==> src/hdl/fpNextPkg.sv <==
`default_nettype none

package fpNextPkg;

	// ==================================================================
	// binary32 field layout
	// ==================================================================
	localparam int fpWidth = 32;
	localparam int expWidth = 8;
	localparam int fracWidth = 23;
	localparam logic [expWidth-1:0] expAllOnes = 8'hFF;
	// msb of the fraction marks a quiet nan
	localparam int quietBit = 22;
	localparam logic [fpWidth-1:0] canonicalNan = 32'h7FC0_0000;

	// ==================================================================
	// register map, byte offsets
	// ==================================================================
	localparam logic [3:0] adrA = 4'h0;
	localparam logic [3:0] adrB = 4'h4;
	// ctrl and status share an offset, write vs read
	localparam logic [3:0] adrCtrl = 4'h8;
	localparam logic [3:0] adrStatus = 4'h8;
	localparam logic [3:0] adrResult = 4'hC;

	// result fifo and pipeline sizing
	localparam int fifoDepth = 4;
	localparam int countWidth = 3;
	localparam int pipeDepth = 3;

	typedef enum logic [1:0] {
		opNextAfter = 2'd0,
		opNextUp = 2'd1,
		opNextDown = 2'd2
	} fpOpcode;

	// how stage 3 forms the result word
	typedef enum logic [2:0] {
		dirNanA,
		dirNanB,
		dirEqual,
		dirFromZero,
		dirMagUp,
		dirMagDown
	} stepDir;

	// exponent all ones with any fraction bit set
	function automatic logic isNan(logic [fpWidth-1:0] w);
		return (w[fpWidth-2 -: expWidth] == expAllOnes) && (w[fracWidth-1:0] != '0);
	endfunction

	// zero of either sign
	function automatic logic isZero(logic [fpWidth-1:0] w);
		return w[fpWidth-2:0] == '0;
	endfunction

endpackage

`default_nettype wire

==> src/hdl/wbFpRegs.sv <==
`timescale 1ns/1ps
`default_nettype none

module wbFpRegs import fpNextPkg::*; (
	input wire logic clk,
	input wire logic rstN,
	input wire logic wbCyc,
	input wire logic wbStb,
	input wire logic wbWe,
	input wire logic [3:0] wbAdr,
	input wire logic [fpWidth-1:0] wbDatW,
	input wire logic [3:0] wbSel,
	output logic [fpWidth-1:0] wbDatR,
	output logic wbAck,
	output logic launch,
	output fpOpcode launchOp,
	output logic [fpWidth-1:0] opA,
	output logic [fpWidth-1:0] opB,
	output logic pop,
	input wire logic [countWidth-1:0] fifoCount,
	input wire logic [fpWidth-1:0] popData,
	input wire logic push
);

	logic [3:0] regAdr;
	logic newReq;
	logic isCtrlWr;
	logic isResultRd;
	logic fifoEmpty;
	logic spaceShort;
	logic accept;
	logic [countWidth-1:0] inFlight;
	logic [countWidth:0] occupancy;
	logic [fpWidth-1:0] statusWord;
	fpOpcode wrOp;

	// ==================================================================
	// access decode
	// ==================================================================
	// word aligned offset, byte lanes come from wbSel
	assign regAdr = {wbAdr[3:2], 2'b00};
	// a cycle is new only while ack is low
	assign newReq = wbCyc && wbStb && !wbAck;
	assign isCtrlWr = wbWe && (regAdr == adrCtrl);
	assign isResultRd = !wbWe && (regAdr == adrResult);
	assign fifoEmpty = fifoCount == '0;

	// slots already claimed: queued results plus items in the pipe
	assign occupancy = {1'b0, fifoCount} + {1'b0, inFlight};
	assign spaceShort = occupancy >= (countWidth+1)'(fifoDepth);
	// a ctrl write waits here until a result read frees a slot
	assign accept = newReq && !(isCtrlWr && spaceShort);

	// count in 2:0, busy in 4, last opcode in 9:8
	assign statusWord = {22'd0, launchOp, 3'd0, inFlight != '0, 1'b0, fifoCount};

	// opcode 3 is folded onto nextafter
	always_comb begin
		case (wbDatW[1:0])
			2'd1: wrOp = opNextUp;
			2'd2: wrOp = opNextDown;
			default: wrOp = opNextAfter;
		endcase
	end

	// ==================================================================
	// handshake, launch and operand registers
	// ==================================================================
	always_ff @(posedge clk or negedge rstN) begin
		if (!rstN) begin
			wbAck <= 1'b0;
			launch <= 1'b0;
			launchOp <= opNextAfter;
			pop <= 1'b0;
			inFlight <= '0;
			opA <= '0;
			opB <= '0;
		end else begin
			wbAck <= accept;
			// launch and pop both line up with the ack cycle
			launch <= accept && isCtrlWr;
			pop <= accept && isResultRd && !fifoEmpty;
			if (accept && isCtrlWr)
				launchOp <= wrOp;
			// up on launch, down when stage 3 pushes
			inFlight <= inFlight + countWidth'(launch) - countWidth'(push);
			if (accept && wbWe) begin
				for (int i = 0; i < 4; i++) begin
					if (wbSel[i] && regAdr == adrA)
						opA[8*i +: 8] <= wbDatW[8*i +: 8];
					if (wbSel[i] && regAdr == adrB)
						opB[8*i +: 8] <= wbDatW[8*i +: 8];
				end
			end
		end
	end

	// read data is sampled on the edge that raises ack
	always_ff @(posedge clk) begin
		if (accept && !wbWe) begin
			case (regAdr)
				adrA: wbDatR <= opA;
				adrB: wbDatR <= opB;
				adrStatus: wbDatR <= statusWord;
				// empty read returns a quiet nan and leaves the fifo alone
				adrResult: wbDatR <= fifoEmpty ? canonicalNan : popData;
				default: wbDatR <= '0;
			endcase
		end
	end

	// ack belongs to a strobe the master is still holding
	ackNeedsStb: assert property (@(posedge clk) disable iff (!rstN) wbAck |-> wbStb);

	// back-pressure keeps the pipe no deeper than its stages
	inFlightBound: assert property (@(posedge clk) disable iff (!rstN)
		inFlight <= countWidth'(pipeDepth));

endmodule

`default_nettype wire

==> src/hdl/fpClassify.sv <==
`timescale 1ns/1ps
`default_nettype none

module fpClassify import fpNextPkg::*; (
	input wire logic clk,
	input wire logic rstN,
	input wire logic launch,
	input wire fpOpcode launchOp,
	input wire logic [fpWidth-1:0] opA,
	input wire logic [fpWidth-1:0] opB,
	output logic v1,
	output logic [fpWidth-1:0] a1,
	output logic [fpWidth-1:0] t1,
	output logic nanA1,
	output logic nanT1,
	output logic zeroA1
);

	logic [fpWidth-1:0] target;

	// ==================================================================
	// effective target
	// ==================================================================
	// nextup and nextdown are nextafter toward an infinity
	// infinities built from the field layout
	always_comb begin
		case (launchOp)
			opNextUp: target = {1'b0, expAllOnes, {fracWidth{1'b0}}};
			opNextDown: target = {1'b1, expAllOnes, {fracWidth{1'b0}}};
			default: target = opB;
		endcase
	end

	// ==================================================================
	// stage 1 registers
	// ==================================================================
	// valid follows launch with one cycle of delay
	always_ff @(posedge clk or negedge rstN) begin
		if (!rstN)
			v1 <= 1'b0;
		else
			v1 <= launch;
	end

	// operands and class flags ride along with v1
	always_ff @(posedge clk) begin
		if (launch) begin
			a1 <= opA;
			t1 <= target;
			// quieting of either nan kind happens in stage 3
			nanA1 <= isNan(opA);
			nanT1 <= isNan(target);
			// sign is ignored so -0 counts as zero
			zeroA1 <= isZero(opA);
		end
	end

endmodule

`default_nettype wire

==> src/hdl/fpOrderCompare.sv <==
`timescale 1ns/1ps
`default_nettype none

module fpOrderCompare import fpNextPkg::*; (
	input wire logic clk,
	input wire logic rstN,
	input wire logic v1,
	input wire logic [fpWidth-1:0] a1,
	input wire logic [fpWidth-1:0] t1,
	input wire logic nanA1,
	input wire logic nanT1,
	input wire logic zeroA1,
	output logic v2,
	output logic [fpWidth-1:0] a2,
	output logic [fpWidth-1:0] t2,
	output stepDir dir2
);

	logic [fpWidth-2:0] magA;
	logic [fpWidth-2:0] magT;
	logic sameSign;
	logic equalVal;
	logic tFarther;
	stepDir dirNext;

	// ==================================================================
	// ordering
	// ==================================================================
	// sign magnitude split
	assign magA = a1[fpWidth-2:0];
	assign magT = t1[fpWidth-2:0];
	assign sameSign = a1[fpWidth-1] == t1[fpWidth-1];

	// bit equal, or +0 against -0
	assign equalVal = (a1 == t1) || (zeroA1 && isZero(t1));

	// target lies beyond A on the side away from zero
	// for A > 0 this is t > a, for A < 0 it is t < a
	// opposite signs always step A back toward zero
	assign tFarther = sameSign && (magT > magA);

	// priority order, nans first
	always_comb begin
		if (nanA1)
			dirNext = dirNanA;
		else if (nanT1)
			dirNext = dirNanB;
		else if (equalVal)
			dirNext = dirEqual;
		else if (zeroA1)
			dirNext = dirFromZero;
		else if (tFarther)
			dirNext = dirMagUp;
		else
			dirNext = dirMagDown;
	end

	// ==================================================================
	// stage 2 registers
	// ==================================================================
	always_ff @(posedge clk or negedge rstN) begin
		if (!rstN)
			v2 <= 1'b0;
		else
			v2 <= v1;
	end

	// payload, captured only for a valid item
	always_ff @(posedge clk) begin
		if (v1) begin
			a2 <= a1;
			t2 <= t1;
			dir2 <= dirNext;
		end
	end

endmodule

`default_nettype wire

==> src/hdl/fpStepMagnitude.sv <==
`timescale 1ns/1ps
`default_nettype none

module fpStepMagnitude import fpNextPkg::*; (
	input wire logic clk,
	input wire logic rstN,
	input wire logic v2,
	input wire logic [fpWidth-1:0] a2,
	input wire logic [fpWidth-1:0] t2,
	input wire stepDir dir2,
	output logic push,
	output logic [fpWidth-1:0] pushData
);

	logic [fpWidth-1:0] resultWord;

	// ==================================================================
	// result forming
	// ==================================================================
	// magnitude works as an integer, so max finite + 1 lands on inf
	// and inf - 1 lands on max finite
	always_comb begin
		resultWord = a2;
		case (dir2)
			dirNanA:
				resultWord[quietBit] = 1'b1;
			dirNanB: begin
				resultWord = t2;
				resultWord[quietBit] = 1'b1;
			end
			dirEqual:
				resultWord = t2;
			// smallest subnormal carrying the target sign
			dirFromZero:
				resultWord = {t2[fpWidth-1], {(fpWidth-2){1'b0}}, 1'b1};
			dirMagUp:
				resultWord = {a2[fpWidth-1], a2[fpWidth-2:0] + 1'b1};
			default:
				resultWord = {a2[fpWidth-1], a2[fpWidth-2:0] - 1'b1};
		endcase
	end

	// ==================================================================
	// stage 3 registers
	// ==================================================================
	always_ff @(posedge clk or negedge rstN) begin
		if (!rstN)
			push <= 1'b0;
		else
			push <= v2;
	end

	always_ff @(posedge clk) begin
		if (v2)
			pushData <= resultWord;
	end

	// stage 2 never asks to step past inf, so only nan inputs yield nan
	nanOnlyFromNan: assert property (@(posedge clk) disable iff (!rstN)
		v2 && isNan(resultWord) |-> (dir2 == dirNanA || dir2 == dirNanB));

endmodule

`default_nettype wire

==> src/hdl/resultFifo.sv <==
`timescale 1ns/1ps
`default_nettype none

module resultFifo import fpNextPkg::*; (
	input wire logic clk,
	input wire logic rstN,
	input wire logic push,
	input wire logic [fpWidth-1:0] pushData,
	input wire logic pop,
	output logic [fpWidth-1:0] popData,
	output logic [countWidth-1:0] fifoCount
);

	// pointers are one bit narrower than the count
	logic [countWidth-2:0] wrPtr;
	logic [countWidth-2:0] rdPtr;
	logic [fpWidth-1:0] mem [fifoDepth];
	logic doPop;

	// ==================================================================
	// circular buffer
	// ==================================================================
	// popping an empty fifo does nothing
	assign doPop = pop && (fifoCount != '0);

	// head of queue, valid only while count is nonzero
	assign popData = mem[rdPtr];

	// storage, no reset needed
	always_ff @(posedge clk) begin
		if (push)
			mem[wrPtr] <= pushData;
	end

	// pointers wrap on their own at depth 4
	always_ff @(posedge clk or negedge rstN) begin
		if (!rstN) begin
			wrPtr <= '0;
			rdPtr <= '0;
			fifoCount <= '0;
		end else begin
			if (push)
				wrPtr <= wrPtr + 1'b1;
			if (doPop)
				rdPtr <= rdPtr + 1'b1;
			// push and pop in one cycle leave the count unchanged
			fifoCount <= fifoCount + countWidth'(push) - countWidth'(doPop);
		end
	end

	// the slave reserves a slot for every launch, so full never sees a push
	noPushWhenFull: assert property (@(posedge clk) disable iff (!rstN)
		push |-> fifoCount != countWidth'(fifoDepth));

endmodule

`default_nettype wire

==> src/hdl/nextAfterUnit.sv <==
`timescale 1ns/1ps
`default_nettype none

module nextAfterUnit import fpNextPkg::*; (
	input wire logic clk,
	input wire logic rstN,
	input wire logic wbCyc,
	input wire logic wbStb,
	input wire logic wbWe,
	input wire logic [3:0] wbAdr,
	input wire logic [fpWidth-1:0] wbDatW,
	input wire logic [3:0] wbSel,
	output logic [fpWidth-1:0] wbDatR,
	output logic wbAck
);

	// ==================================================================
	// inter-stage wiring
	// ==================================================================
	// slave to stage 1
	logic launch;
	fpOpcode launchOp;
	logic [fpWidth-1:0] opA;
	logic [fpWidth-1:0] opB;
	// stage 1 to stage 2
	logic v1;
	logic [fpWidth-1:0] a1;
	logic [fpWidth-1:0] t1;
	logic nanA1;
	logic nanT1;
	logic zeroA1;
	// stage 2 to stage 3
	logic v2;
	logic [fpWidth-1:0] a2;
	logic [fpWidth-1:0] t2;
	stepDir dir2;
	// stage 3, fifo and slave read side
	logic push;
	logic [fpWidth-1:0] pushData;
	logic pop;
	logic [fpWidth-1:0] popData;
	logic [countWidth-1:0] fifoCount;

	wbFpRegs regs (
		.clk(clk), .rstN(rstN),
		.wbCyc(wbCyc), .wbStb(wbStb), .wbWe(wbWe), .wbAdr(wbAdr),
		.wbDatW(wbDatW), .wbSel(wbSel), .wbDatR(wbDatR), .wbAck(wbAck),
		.launch(launch), .launchOp(launchOp), .opA(opA), .opB(opB),
		.pop(pop), .fifoCount(fifoCount), .popData(popData), .push(push)
	);

	// three stage pipe, one cycle each
	fpClassify classify (
		.clk(clk), .rstN(rstN), .launch(launch), .launchOp(launchOp),
		.opA(opA), .opB(opB), .v1(v1), .a1(a1), .t1(t1),
		.nanA1(nanA1), .nanT1(nanT1), .zeroA1(zeroA1)
	);

	fpOrderCompare compare (
		.clk(clk), .rstN(rstN), .v1(v1), .a1(a1), .t1(t1),
		.nanA1(nanA1), .nanT1(nanT1), .zeroA1(zeroA1),
		.v2(v2), .a2(a2), .t2(t2), .dir2(dir2)
	);

	fpStepMagnitude step (
		.clk(clk), .rstN(rstN), .v2(v2), .a2(a2), .t2(t2), .dir2(dir2),
		.push(push), .pushData(pushData)
	);

	resultFifo fifo (
		.clk(clk), .rstN(rstN), .push(push), .pushData(pushData),
		.pop(pop), .popData(popData), .fifoCount(fifoCount)
	);

endmodule

`default_nettype wire

==> config.mk <==
export PLATFORM = sky130hd
export DESIGN_NAME = nextAfterUnit
export DESIGN_NICKNAME = d
export VERILOG_FILES = /design/src/hdl/fpNextPkg.sv /design/src/hdl/wbFpRegs.sv /design/src/hdl/fpClassify.sv /design/src/hdl/fpOrderCompare.sv /design/src/hdl/fpStepMagnitude.sv /design/src/hdl/resultFifo.sv /design/src/hdl/nextAfterUnit.sv
export SDC_FILE = /design/constraint.sdc
export NUM_CORES = 1
export LEC_CHECK = 0
export ABC_AREA = 1
export ABC_CLOCK_PERIOD_IN_PS = 2930
export BUFFER_PORTS_ARGS = -buffer_cell sky130_fd_sc_hd__buf_4
export CORE_MARGIN = 2
export CORE_UTILIZATION = 35
export DETAILED_ROUTE_END_ITERATION = 10
export PLACE_DENSITY = 0.51
export SLEW_MARGIN = 30
export SYNTH_ARGS = -nofsm -noshare
export SYNTH_HDL_FRONTEND = slang
export SYNTH_SLANG_ARGS = --single-unit
==> constraint.sdc <==
create_clock -name clk -period 2.93 [get_ports clk]
set_clock_uncertainty 0.1 [all_clocks]
set_input_delay 0.586 -clock clk [delete_from_list [all_inputs] [get_ports clk]]
set_output_delay 0.586 -clock clk [all_outputs]
set_load 0.02 [all_outputs]
=== Yosys cells after proc, flatten, opt, wreduce, memory -nomap -nowiden ===
Memories as Yosys holds them, arrays and structs flattened.
Index checks and enable logic that the tools add are counted.

* Flip-flop bits (word level): 280
* RAM bits: 128
* Memories: 1

{| class="wikitable"
|+ Memories
! name !! words !! width !! read ports !! clocked after memory_dff !! write ports !! line !! source
|-
| fifo.mem || 4 || 32 || 1 || 0 || 1 || resultFifo.sv:17 || <nowiki>logic [fpWidth-1:0] mem [fifoDepth];</nowiki>
|}

* $add $sub $neg: 9
* Order comparisons: 2
* Eq/ne operators: 15
* Multiplexer cells: 13
* Reductions and logical operators: 50

{| class="wikitable"
|+ Operators by type and width
! cell !! count
|-
| $pmux 32 s4 || 1
|-
| $pmux 22 s4 || 1
|-
| $pmux 32 s2 || 1
|-
| $logic_not 31->1 || 2
|-
| $reduce_bool 23->1 || 2
|-
| $pmux 9 s4 || 1
|-
| $eq 32x32->1 || 1
|-
| $mux 32 || 1
|-
| $add 31x1->31 const B || 1
|-
| $gt 31x31->1 || 1
|-
| $sub 31x1->31 const B || 1
|-
| $logic_and 1x1->1 || 24
|-
| $eq 8x8->1 const B || 2
|-
| $reduce_and 2->1 || 8
|-
| $eq 2x2->1 const B || 4
|-
| $add 3x1->3 || 2
|-
| $eq 2x1->1 const B || 3
|-
| $eq 3x2->1 const B || 2
|-
| $logic_not 3->1 || 2
|-
| $reduce_bool 3->1 || 2
|-
| $reduce_or 2->1 || 3
|-
| $sub 3x1->3 || 2
|-
| $add 2x1->2 const B || 2
|-
| $add 3x3->4 || 1
|-
| other kinds (12) || 19
|}

=== Logic depth before layout (Yosys ltp) ===
Gate-level depths: netlist (run 1).

* Depth after elaboration: 7
* Mapped depth: 14

=== Cells and area by module ===
A second synthesis (run 1) with hierarchy kept.

* Cell total of the unflattened synthesis: 2029
* Area, all modules: 19532.5 µm²

{| class="wikitable"
|+ By module, submodules not included
! module !! times used !! cells each !! area an instance (µm²) !! sequential area each (µm²)
|-
| resultFifo || 1 || 458 || 5454.0 || 4018.9
|-
| wbFpRegs || 1 || 522 || 4732.0 || 2762.6
|-
| fpStepMagnitude || 1 || 601 || 3633.5 || 985.9
|-
| fpOrderCompare || 1 || 261 || 3148.0 || 2037.0
|-
| fpClassify || 1 || 187 || 2565.0 || 2037.0
|}

=== Worst setup path after synthesis (run 1) ===
Ideal clock, no wire load.

* Path type: reg2reg
* Start point: reg regs.launch
* End point: reg regs.inFlight[2]
* Data arrival time: 2.836 ns
* Slack: -0.128 ns
* Stages on the path, launching flop included: 8
* Buffers on the path: 0
* Clock period less this slack: 3.058 ns
* Path through: dfrtp_1 inv_1 ha_1 inv_1 ha_1 inv_1 fa_1 xnor2_1

* Longest elaborated chain between the ends: 2

{| class="wikitable"
|+ RTL lines
! element !! line !! source
|-
| start: declaration || wbFpRegs.sv:15 || <nowiki>output logic launch,</nowiki>
|-
| start signal: assignment || wbFpRegs.sv:81 || <nowiki>launch <= accept && isCtrlWr;</nowiki>
|-
| $add 3x1->3 || wbFpRegs.sv:86 || <nowiki>inFlight <= inFlight + countWidth'(launch) - countWidth'(push);</nowiki>
|-
| $sub 3x1->3 || wbFpRegs.sv:86 ||
|-
| end signal: assignment || wbFpRegs.sv:86 ||
|-
| end: declaration || wbFpRegs.sv:32 || <nowiki>logic [countWidth-1:0] inFlight;</nowiki>
|}

Every way passes these cells.
A chain may end at the register's enable or synchronous reset.

=== Worst setup path in the final report (run 1) ===
* Start point: reg compare.a2[0]
* End point: reg step.pushData[30] (data pin)

* Longest elaborated chain between the ends: 2
* Elaborated cells between the ends (all ways): 3
* Classes of those cells: 2 x add/sub; 1 x mux

{| class="wikitable"
|+ RTL lines
! element !! line !! source
|-
| start: declaration || fpOrderCompare.sv:14 || <nowiki>output logic [fpWidth-1:0] a2,</nowiki>
|-
| start signal: assignment || fpOrderCompare.sv:71 || <nowiki>a2 <= a1;</nowiki>
|-
| $sub 31x1->31 / $add 31x1->31 (equally long branches) || fpStepMagnitude.sv:39, fpStepMagnitude.sv:37 ||
|-
| $pmux 9 s4 * || fpStepMagnitude.sv:24 || <nowiki>case (dir2)</nowiki>
|-
| via step.resultWord[30] || fpStepMagnitude.sv:15 || <nowiki>logic [fpWidth-1:0] resultWord;</nowiki>
|-
| end signal: assignment || fpStepMagnitude.sv:55 || <nowiki>pushData <= resultWord;</nowiki>
|-
| end: declaration || fpStepMagnitude.sv:12 || <nowiki>output logic [fpWidth-1:0] pushData</nowiki>
|}

Mark *: on every way through the listed nets, which the timed path passes. The rest lies on a longest branch.

==> out/metrics.cfg, run 1 <==
[run_status]
status=finished, final reports clean

[timing]
relSlewSlack_pct=43.26
fin_crit_sh_pct=84.69
fmax_mhz=403.0
setup_viol=0
setup_slack_ns=0.4486
worst_pin_slew_ns=0.8433
finalSetupTns_ns=0
timing_hold_violations_final=0
finalCriticalPeriod_ns=2.481
grt_setup_unrepaired=false
drv_slew=0

[finish]
layout.cells.non_filler=2594
n_fill_cell=5121
regArea_sq_um=11850
n_antenna_cell=0
syn_to_final_growth_pct=16.12
final_nets=1962
multi_input_area_sq_um=5657
drive_gt1_share_pct=11.18

[power]
p_per_area_nw_per_um2=712.1
irDropWorstVdd_v=0.0005000
p_leak_nw=8.595

[grt]
grt_usage_pct=18.37
grt_pass1_wl_mm=75.44
grt_max_degree=69
antenna_found_initial=0
grt-ovfl-total=0
grt_pass1_vias=12631

[synthesis]
synth_top_area_share_pct=52.64
syn-mean-instance-area_sq_um=10.48
yosys.cell_count.top_type=nand2_1
syn_nets=1865
synth_top_cells_by_count=348 x nand2_1, 326 x edfxtp_1, 222 x inv_1, 187 x nor2_1
ys.flop_type=edfxtp_1
synth.area.top_cells=edfxtp_1 53%, dfrtp_1 11%, nand2_1 7.0%
synth_warnings=0
synth_largest_area_cell=edfxtp_1
synth-async-reset-ratio_pct=20.10
synth_cell_type_count=46
yosys_register_bits=408
syn_area_sq_um=18600
seq_area_frac_synth_pct=63.67
synth_edf_count=326
syn_inst=1774

[clock_network]
cts.sinks=408
clockBufferDepth=3
clk_latency_ns=0.58
path_clk_slew_ns=0.06
cts_max_level=2
cts_tree=built
cts_root_buffer=clkbuf_16
cts-resized-gates=0
cts_buffers=43
post_cts_buffers=0
hold_buffers=1

[floorplanning]
core.rowCount=84
design.core.area_sq_um=52550
start_util_pct=35.39
die_y_um=234.5
io_pins=78
dieArea_sq_um=54990
fp.dieW_um=234.5

[min_path]
hp-class=in2reg
hold_depth=2

[place]
pre_cts_ws_ns=0.4715
dp_hpwl_mm=36.81
portBuffers=75
gp_congestion=0.8999
post-place-cells=2513

[route]
routed_via_density=4.939
drc=0
routed_wl_mm=49.42
firstDrtPassIters=5
drt-initial-drc-count=789
vias=12813
ant_nets=0
avgRoutedWirePerCell_um=19.05

[critical_path]
start_kind=flip-flop
cp-end-kind=flip-flop
arrival_ns=2.69
crit_fanout=5
worst-r2r-cell-count=8
path_class=reg2reg
required_ns=3.14

[flow_run]
maxCapViolCount=0

## routing by layer
layer / GRT usage (%) / vias to the layer above / wire (um)
met5: 0 / - / 0
met4: 7.311 / 0 / 1722
met3: 2.568 / 87 / 2232
met2: 28.44 / 279 / 22020
met1: 26.06 / 6123 / 23450
li1: - / 6324 / -
## cell usage in the layout (no fill, tap or decap), types with 4 or more instances in the layout
cell type / n
clkinv_1: 8
nand4_1: 41
bufinv_16: 5
clkbuf_16: 45
inv_1: 221
buf_12: 5
o22ai_1: 23
o211ai_1: 18
edfxtp_1: 326
nor2_2: 4
dfrtp_1: 79
o21ai_0: 99
nor2_1: 186
a21oi_1: 22
o2111ai_1: 13
ha_1: 44
nand4_4: 5
nand3b_1: 5
or2_2: 5
o31ai_1: 11
nand3_1: 99
xor2_1: 19
clkinv_2: 6
o21ai_1: 64
nor4_1: 7
clkbuf_1: 4
o221ai_1: 8
nand2_1: 348
buf_4: 108
xnor2_1: 5
nor3_1: 26
## critical path, stage by stage (launching register included)
cell and delay [ns]:
edfxtp_1 0.46, inv_1 0.18, ha_1 0.32, inv_1 0.11, nor2_1 0.47, nand4_1 0.26
xor2_1 0.20, nand2_1 0.06, nand4_1 0.08
## stage by stage
stage                     hold slack, ns  cell area [sq um]  utilization [%]  total power [W]
final                             0.1216              21590            41.09          0.01538
after global routing              0.1174              21590            41.09          0.01607
after CTS                        0.09251              21590            41.09          0.01552
after detailed placement          0.3401              20110            38.27         0.009863
after global placement            0.3352              20110            38.27         0.009815
after floorplan                   0.1904              18600                -         0.008533
## power by group
group          internal [W]  total (W)  switching [W]
Clock               0.00335    0.00563        0.00228
Combinational      0.000861    0.00275        0.00189
Sequential          0.00667    0.00699       0.000320
## area by class of cell
cell class                      count  share of cell area [%]
Clock inverter                     27                   1.304
Tap cell                          688                   3.986
Sequential cell                   408                   54.85
Multi-Input combinational cell   1081                   26.20
Inverter                          223                   3.888
Clock buffer                       53                   5.510
Timing Repair Buffer              114                   4.264
## cell families after synthesis
logic type,synth area share (%)
XOR/XNOR,1.130
flip-flops,63.67
buffers and inverters,5.948
AO/OA/AOI/OAI,8.437
multiplexers,0.06055
adder cells (fa/ha/maj),3.176
AND/OR/NAND/NOR,17.57
## final timing paths
path / from / to / slack (ns)
worst max register to register: compare.a2[0] / step.pushData[30] / 0.45
worst max-delay path: compare.a2[0] / step.pushData[30] / 0.45
worst min register to register: classify.a1[15] / compare.a2[15] / 0.35
max in group asynchronous: rstN / classify.v1 / 1.67
worst min-delay path: wbDatW[0] / regs.launchOp[1] / 0.12
min in group asynchronous: rstN / regs.pop / 0.39
## state kept, by name, summed over array words and instances (netlist names), 2 cells and up
register,flops
regs.inFlight,3
regs.wbDatR,32
fifo.fifoCount,3
fifo.wrPtr,2
regs.opA,32
regs.launchOp,2
classify.a1,32
regs.opB,32
compare.a2,32
step.pushData,32
fifo.rdPtr,2
compare.dir2,3
compare.t2,32
classify.t1,32
fifo.mem,128
Power figures use the tool's default switching activity.
==> run 2: changes to the inputs <==
--- a/config.mk
+++ b/config.mk
@@ -6,7 +6,7 @@
 export NUM_CORES = 1
 export LEC_CHECK = 0
 export ABC_AREA = 1
-export ABC_CLOCK_PERIOD_IN_PS = 2930
+export ABC_CLOCK_PERIOD_IN_PS = 2100
 export BUFFER_PORTS_ARGS = -buffer_cell sky130_fd_sc_hd__buf_4
 export CORE_MARGIN = 2
 export CORE_UTILIZATION = 35
==> constraint.sdc (replaced) <==
create_clock -name clk -period 2.1 [get_ports clk]
set_clock_uncertainty 0.1 [all_clocks]
set_input_delay 0.42 -clock clk [delete_from_list [all_inputs] [get_ports clk]]
set_output_delay 0.42 -clock clk [all_outputs]
set_load 0.02 [all_outputs]
==> out/metrics.cfg, run 2 (synthesis results as in run 1) <==
[run_status]
status=finished, final reports clean

[critical_path]
crit_fanout=5  ; unchanged
path_class=reg2reg
start_kind=flip-flop
cp.depth=14  ; +6
r2r_slack_ns=0.0003  ; -0.45 ns
crit_start=compare.a2[1]
r2r_end=step.pushData[29]
r2r_start=compare.a2[1]
cp-end-kind=flip-flop
crit_family=simple AND/OR/NAND/NOR gates
critPathBufInv=2  ; unchanged
arrival_ns=2.31  ; -0.38 ns
slowest_stage=edfxtp_1
crit_chain=buf_6 -> nor2_4 -> nand2_2 -> nor2_4 -> nand2_4 -> nor2_4 -> buf_6 -> nand2_4 -> nor2_4 -> nand2_1 -> nand2_1 -> nand2_1 -> nand2_1 -> nand3_1
crit_path_max_incr_delay_ns=0.46  ; about the same
worst-r2r-cell-count=14  ; +6
crit_path_end=step.pushData[29]
required_ns=2.31  ; -0.83 ns

[finish]
mostFrequentLayoutCells=326 x edfxtp_1, 297 x nand2_1, 245 x buf_4
layout.cells.non_filler=2792  ; +7.6%
syn_to_final_growth_pct=29.31
drive_gt1_share_pct=23.78  ; +13 points
final_util_pct=45.76  ; +4.7 points
largest_register_ffs=128  ; unchanged
final_common_cell=edfxtp_1
top_register=fifo.mem
final_nets=2162  ; +10%
finalInstanceArea_sq_um=24050  ; +11%

[floorplanning]
design.core.area_sq_um=52550  ; unchanged
start_util_pct=35.39  ; unchanged
io_pins=78  ; unchanged
die_y_um=234.5  ; unchanged
fp.dieW_um=234.5  ; unchanged
dieArea_sq_um=54990  ; unchanged
core.rowCount=84  ; unchanged

[grt]
grt_pass1_vias=13178  ; +4.3%
grt-ovfl-total=0  ; unchanged
grt_max_degree=69  ; unchanged
grt_usage_pct=19.45  ; +1.1 points
met2_usage_pct=29.97  ; +1.5 points
antenna_found_initial=0  ; unchanged
grt_busiest_layer=met2
gr-usage-met1_pct=27.84  ; +1.8 points
grt_pass1_wl_mm=79.67  ; +5.6%
use_met3_pct=3.016  ; +0.45 points

[flow_run]
maxCapViolCount=0  ; unchanged

[min_path]
hp-class=in2reg

[timing]
hold_slack_ns=0.02798  ; -0.09358 ns
fmax_mhz=476.3  ; +18%
setup_viol=0  ; unchanged
grt_setup_unrepaired=true
drv_slew=0  ; unchanged
timing_hold_violations_final=0  ; unchanged
finalSetupTns_ns=0  ; unchanged
finalCriticalPeriod_ns=2.100  ; -0.3817 ns
relSlewSlack_pct=58.56  ; +15 points
worst_pin_slew_ns=0.6194  ; -0.2239 ns
fin_crit_sh_pct=99.98  ; +15 points

[power]
comb_power_share_pct=22.8  ; +4.9 points
swShare_pct=29.64  ; +0.40 points
power.switching_w=0.006547  ; +46%
p_per_area_nw_per_um2=918.6  ; +29%
clockPowerShare_pct=33.0  ; -3.6 points
irDropWorstVdd_v=0.0007451  ; +49%
seqPwrFrac_pct=44.2  ; -1.3 points
intPower_w=0.01554  ; +43%
p_leak_nw=9.709  ; +13%

[place]
gp_congestion=0.8808  ; -2.1%
post-place-cells=2658  ; +5.8%
dp_hpwl_mm=39.40  ; +7.0%
portBuffers=75  ; unchanged
placed_cell_area_sq_um=21420  ; +6.5%

[clock_network]
cts.sinks=408  ; unchanged
clockBufferDepth=3  ; unchanged
path_clk_slew_ns=0.06  ; about the same
cts_tree=built
cts_max_level=2  ; unchanged
clk_latency_ns=0.58  ; about the same
cts_buffers=42  ; -2.3%
cts_root_buffer=clkbuf_16

[route]
routed_wl_mm=53.74  ; +8.7%
drt-initial-drc-count=945  ; +20%
routed_via_density=4.908  ; -0.64%
ant_nets=0  ; unchanged
vias=13703  ; +6.9%
drc=0  ; unchanged
firstDrtPassIters=5  ; unchanged
avgRoutedWirePerCell_um=19.25  ; +1.0%

run 2: timing repair:
item	4_1_cts	5_1_grt
cloned	1	8
pin swaps	7	25
endpoints found under the hold margin	99	0
resized for setup	23	156
hold buffers	31	0
setup endpoints to repair	16	124
setup buffers	1	17
run 2: per-layer routing:
layer,wire (um),vias to the layer above,share of wire (%)
li1,-,6731,-
met1,25180,6589,47
met2,24470,305,46
met3,2392,78,4.5
met4,1701,0,3.2
met5,0,-,0
run 2: worst min-delay path by stage:
| stage | startpoint | endpoint | slack (ns) | cells after the start |
|---|---|---|---|---|
| 3_5_place_dp | rstN | regs.wbAck | 0.27 | 1 |
| 3_3_place_gp | rstN | regs.wbAck | 0.27 | 1 |
| 2_1_floorplan | rstN | classify.v1 | 0.02 | 0 |
| 4_1_cts | wbDatW[12] | regs.opB[12] | 0.0008 | 3 |
| 6_report | wbDatW[12] | regs.opB[12] | 0.03 | 3 |
| 5_1_grt | wbDatW[12] | regs.opB[12] | 0.02 | 3 |
run 2: power groups by stage:
stage / sequential [W] / clock, W / combinational [W]
floorplan: 0.00981 / 0 / 0.00210
global placement: 0.00984 / 0 / 0.00464
detailed placement: 0.00987 / 0 / 0.00470
CTS: 0.00970 / 0.00748 / 0.00478
global route: 0.00982 / 0.00780 / 0.00551
finish: 0.00976 / 0.00730 / 0.00503
run 2: tightest hold or removal path, stage by stage:
cell     delay, ns
buf_4         0.11
inv_1         0.07
o21ai_1       0.07
run 2: layout make-up:
cell class | instances | area (sq um)
antenna | 1 | 2.502
tap | 688 | 860.8
multi-input combinational | 1086 | 6369
timing repair buffer | 310 | 2780
sequential | 408 | 11850
inverter | 223 | 839.6
clock inverter | 12 | 110.1
clock buffer | 64 | 1237
fill | 4951 | 28500
run 2: stage by stage:
stage | power (W) | worst slack (ns)
after floorplan | 0.01191 | 0.01383
after global placement | 0.01449 | -0.1044
after detailed placement | 0.01457 | -0.1364
after CTS | 0.02196 | -0.01850
after global routing | 0.02313 | -0.1224
final | 0.02209 | 0.0003326
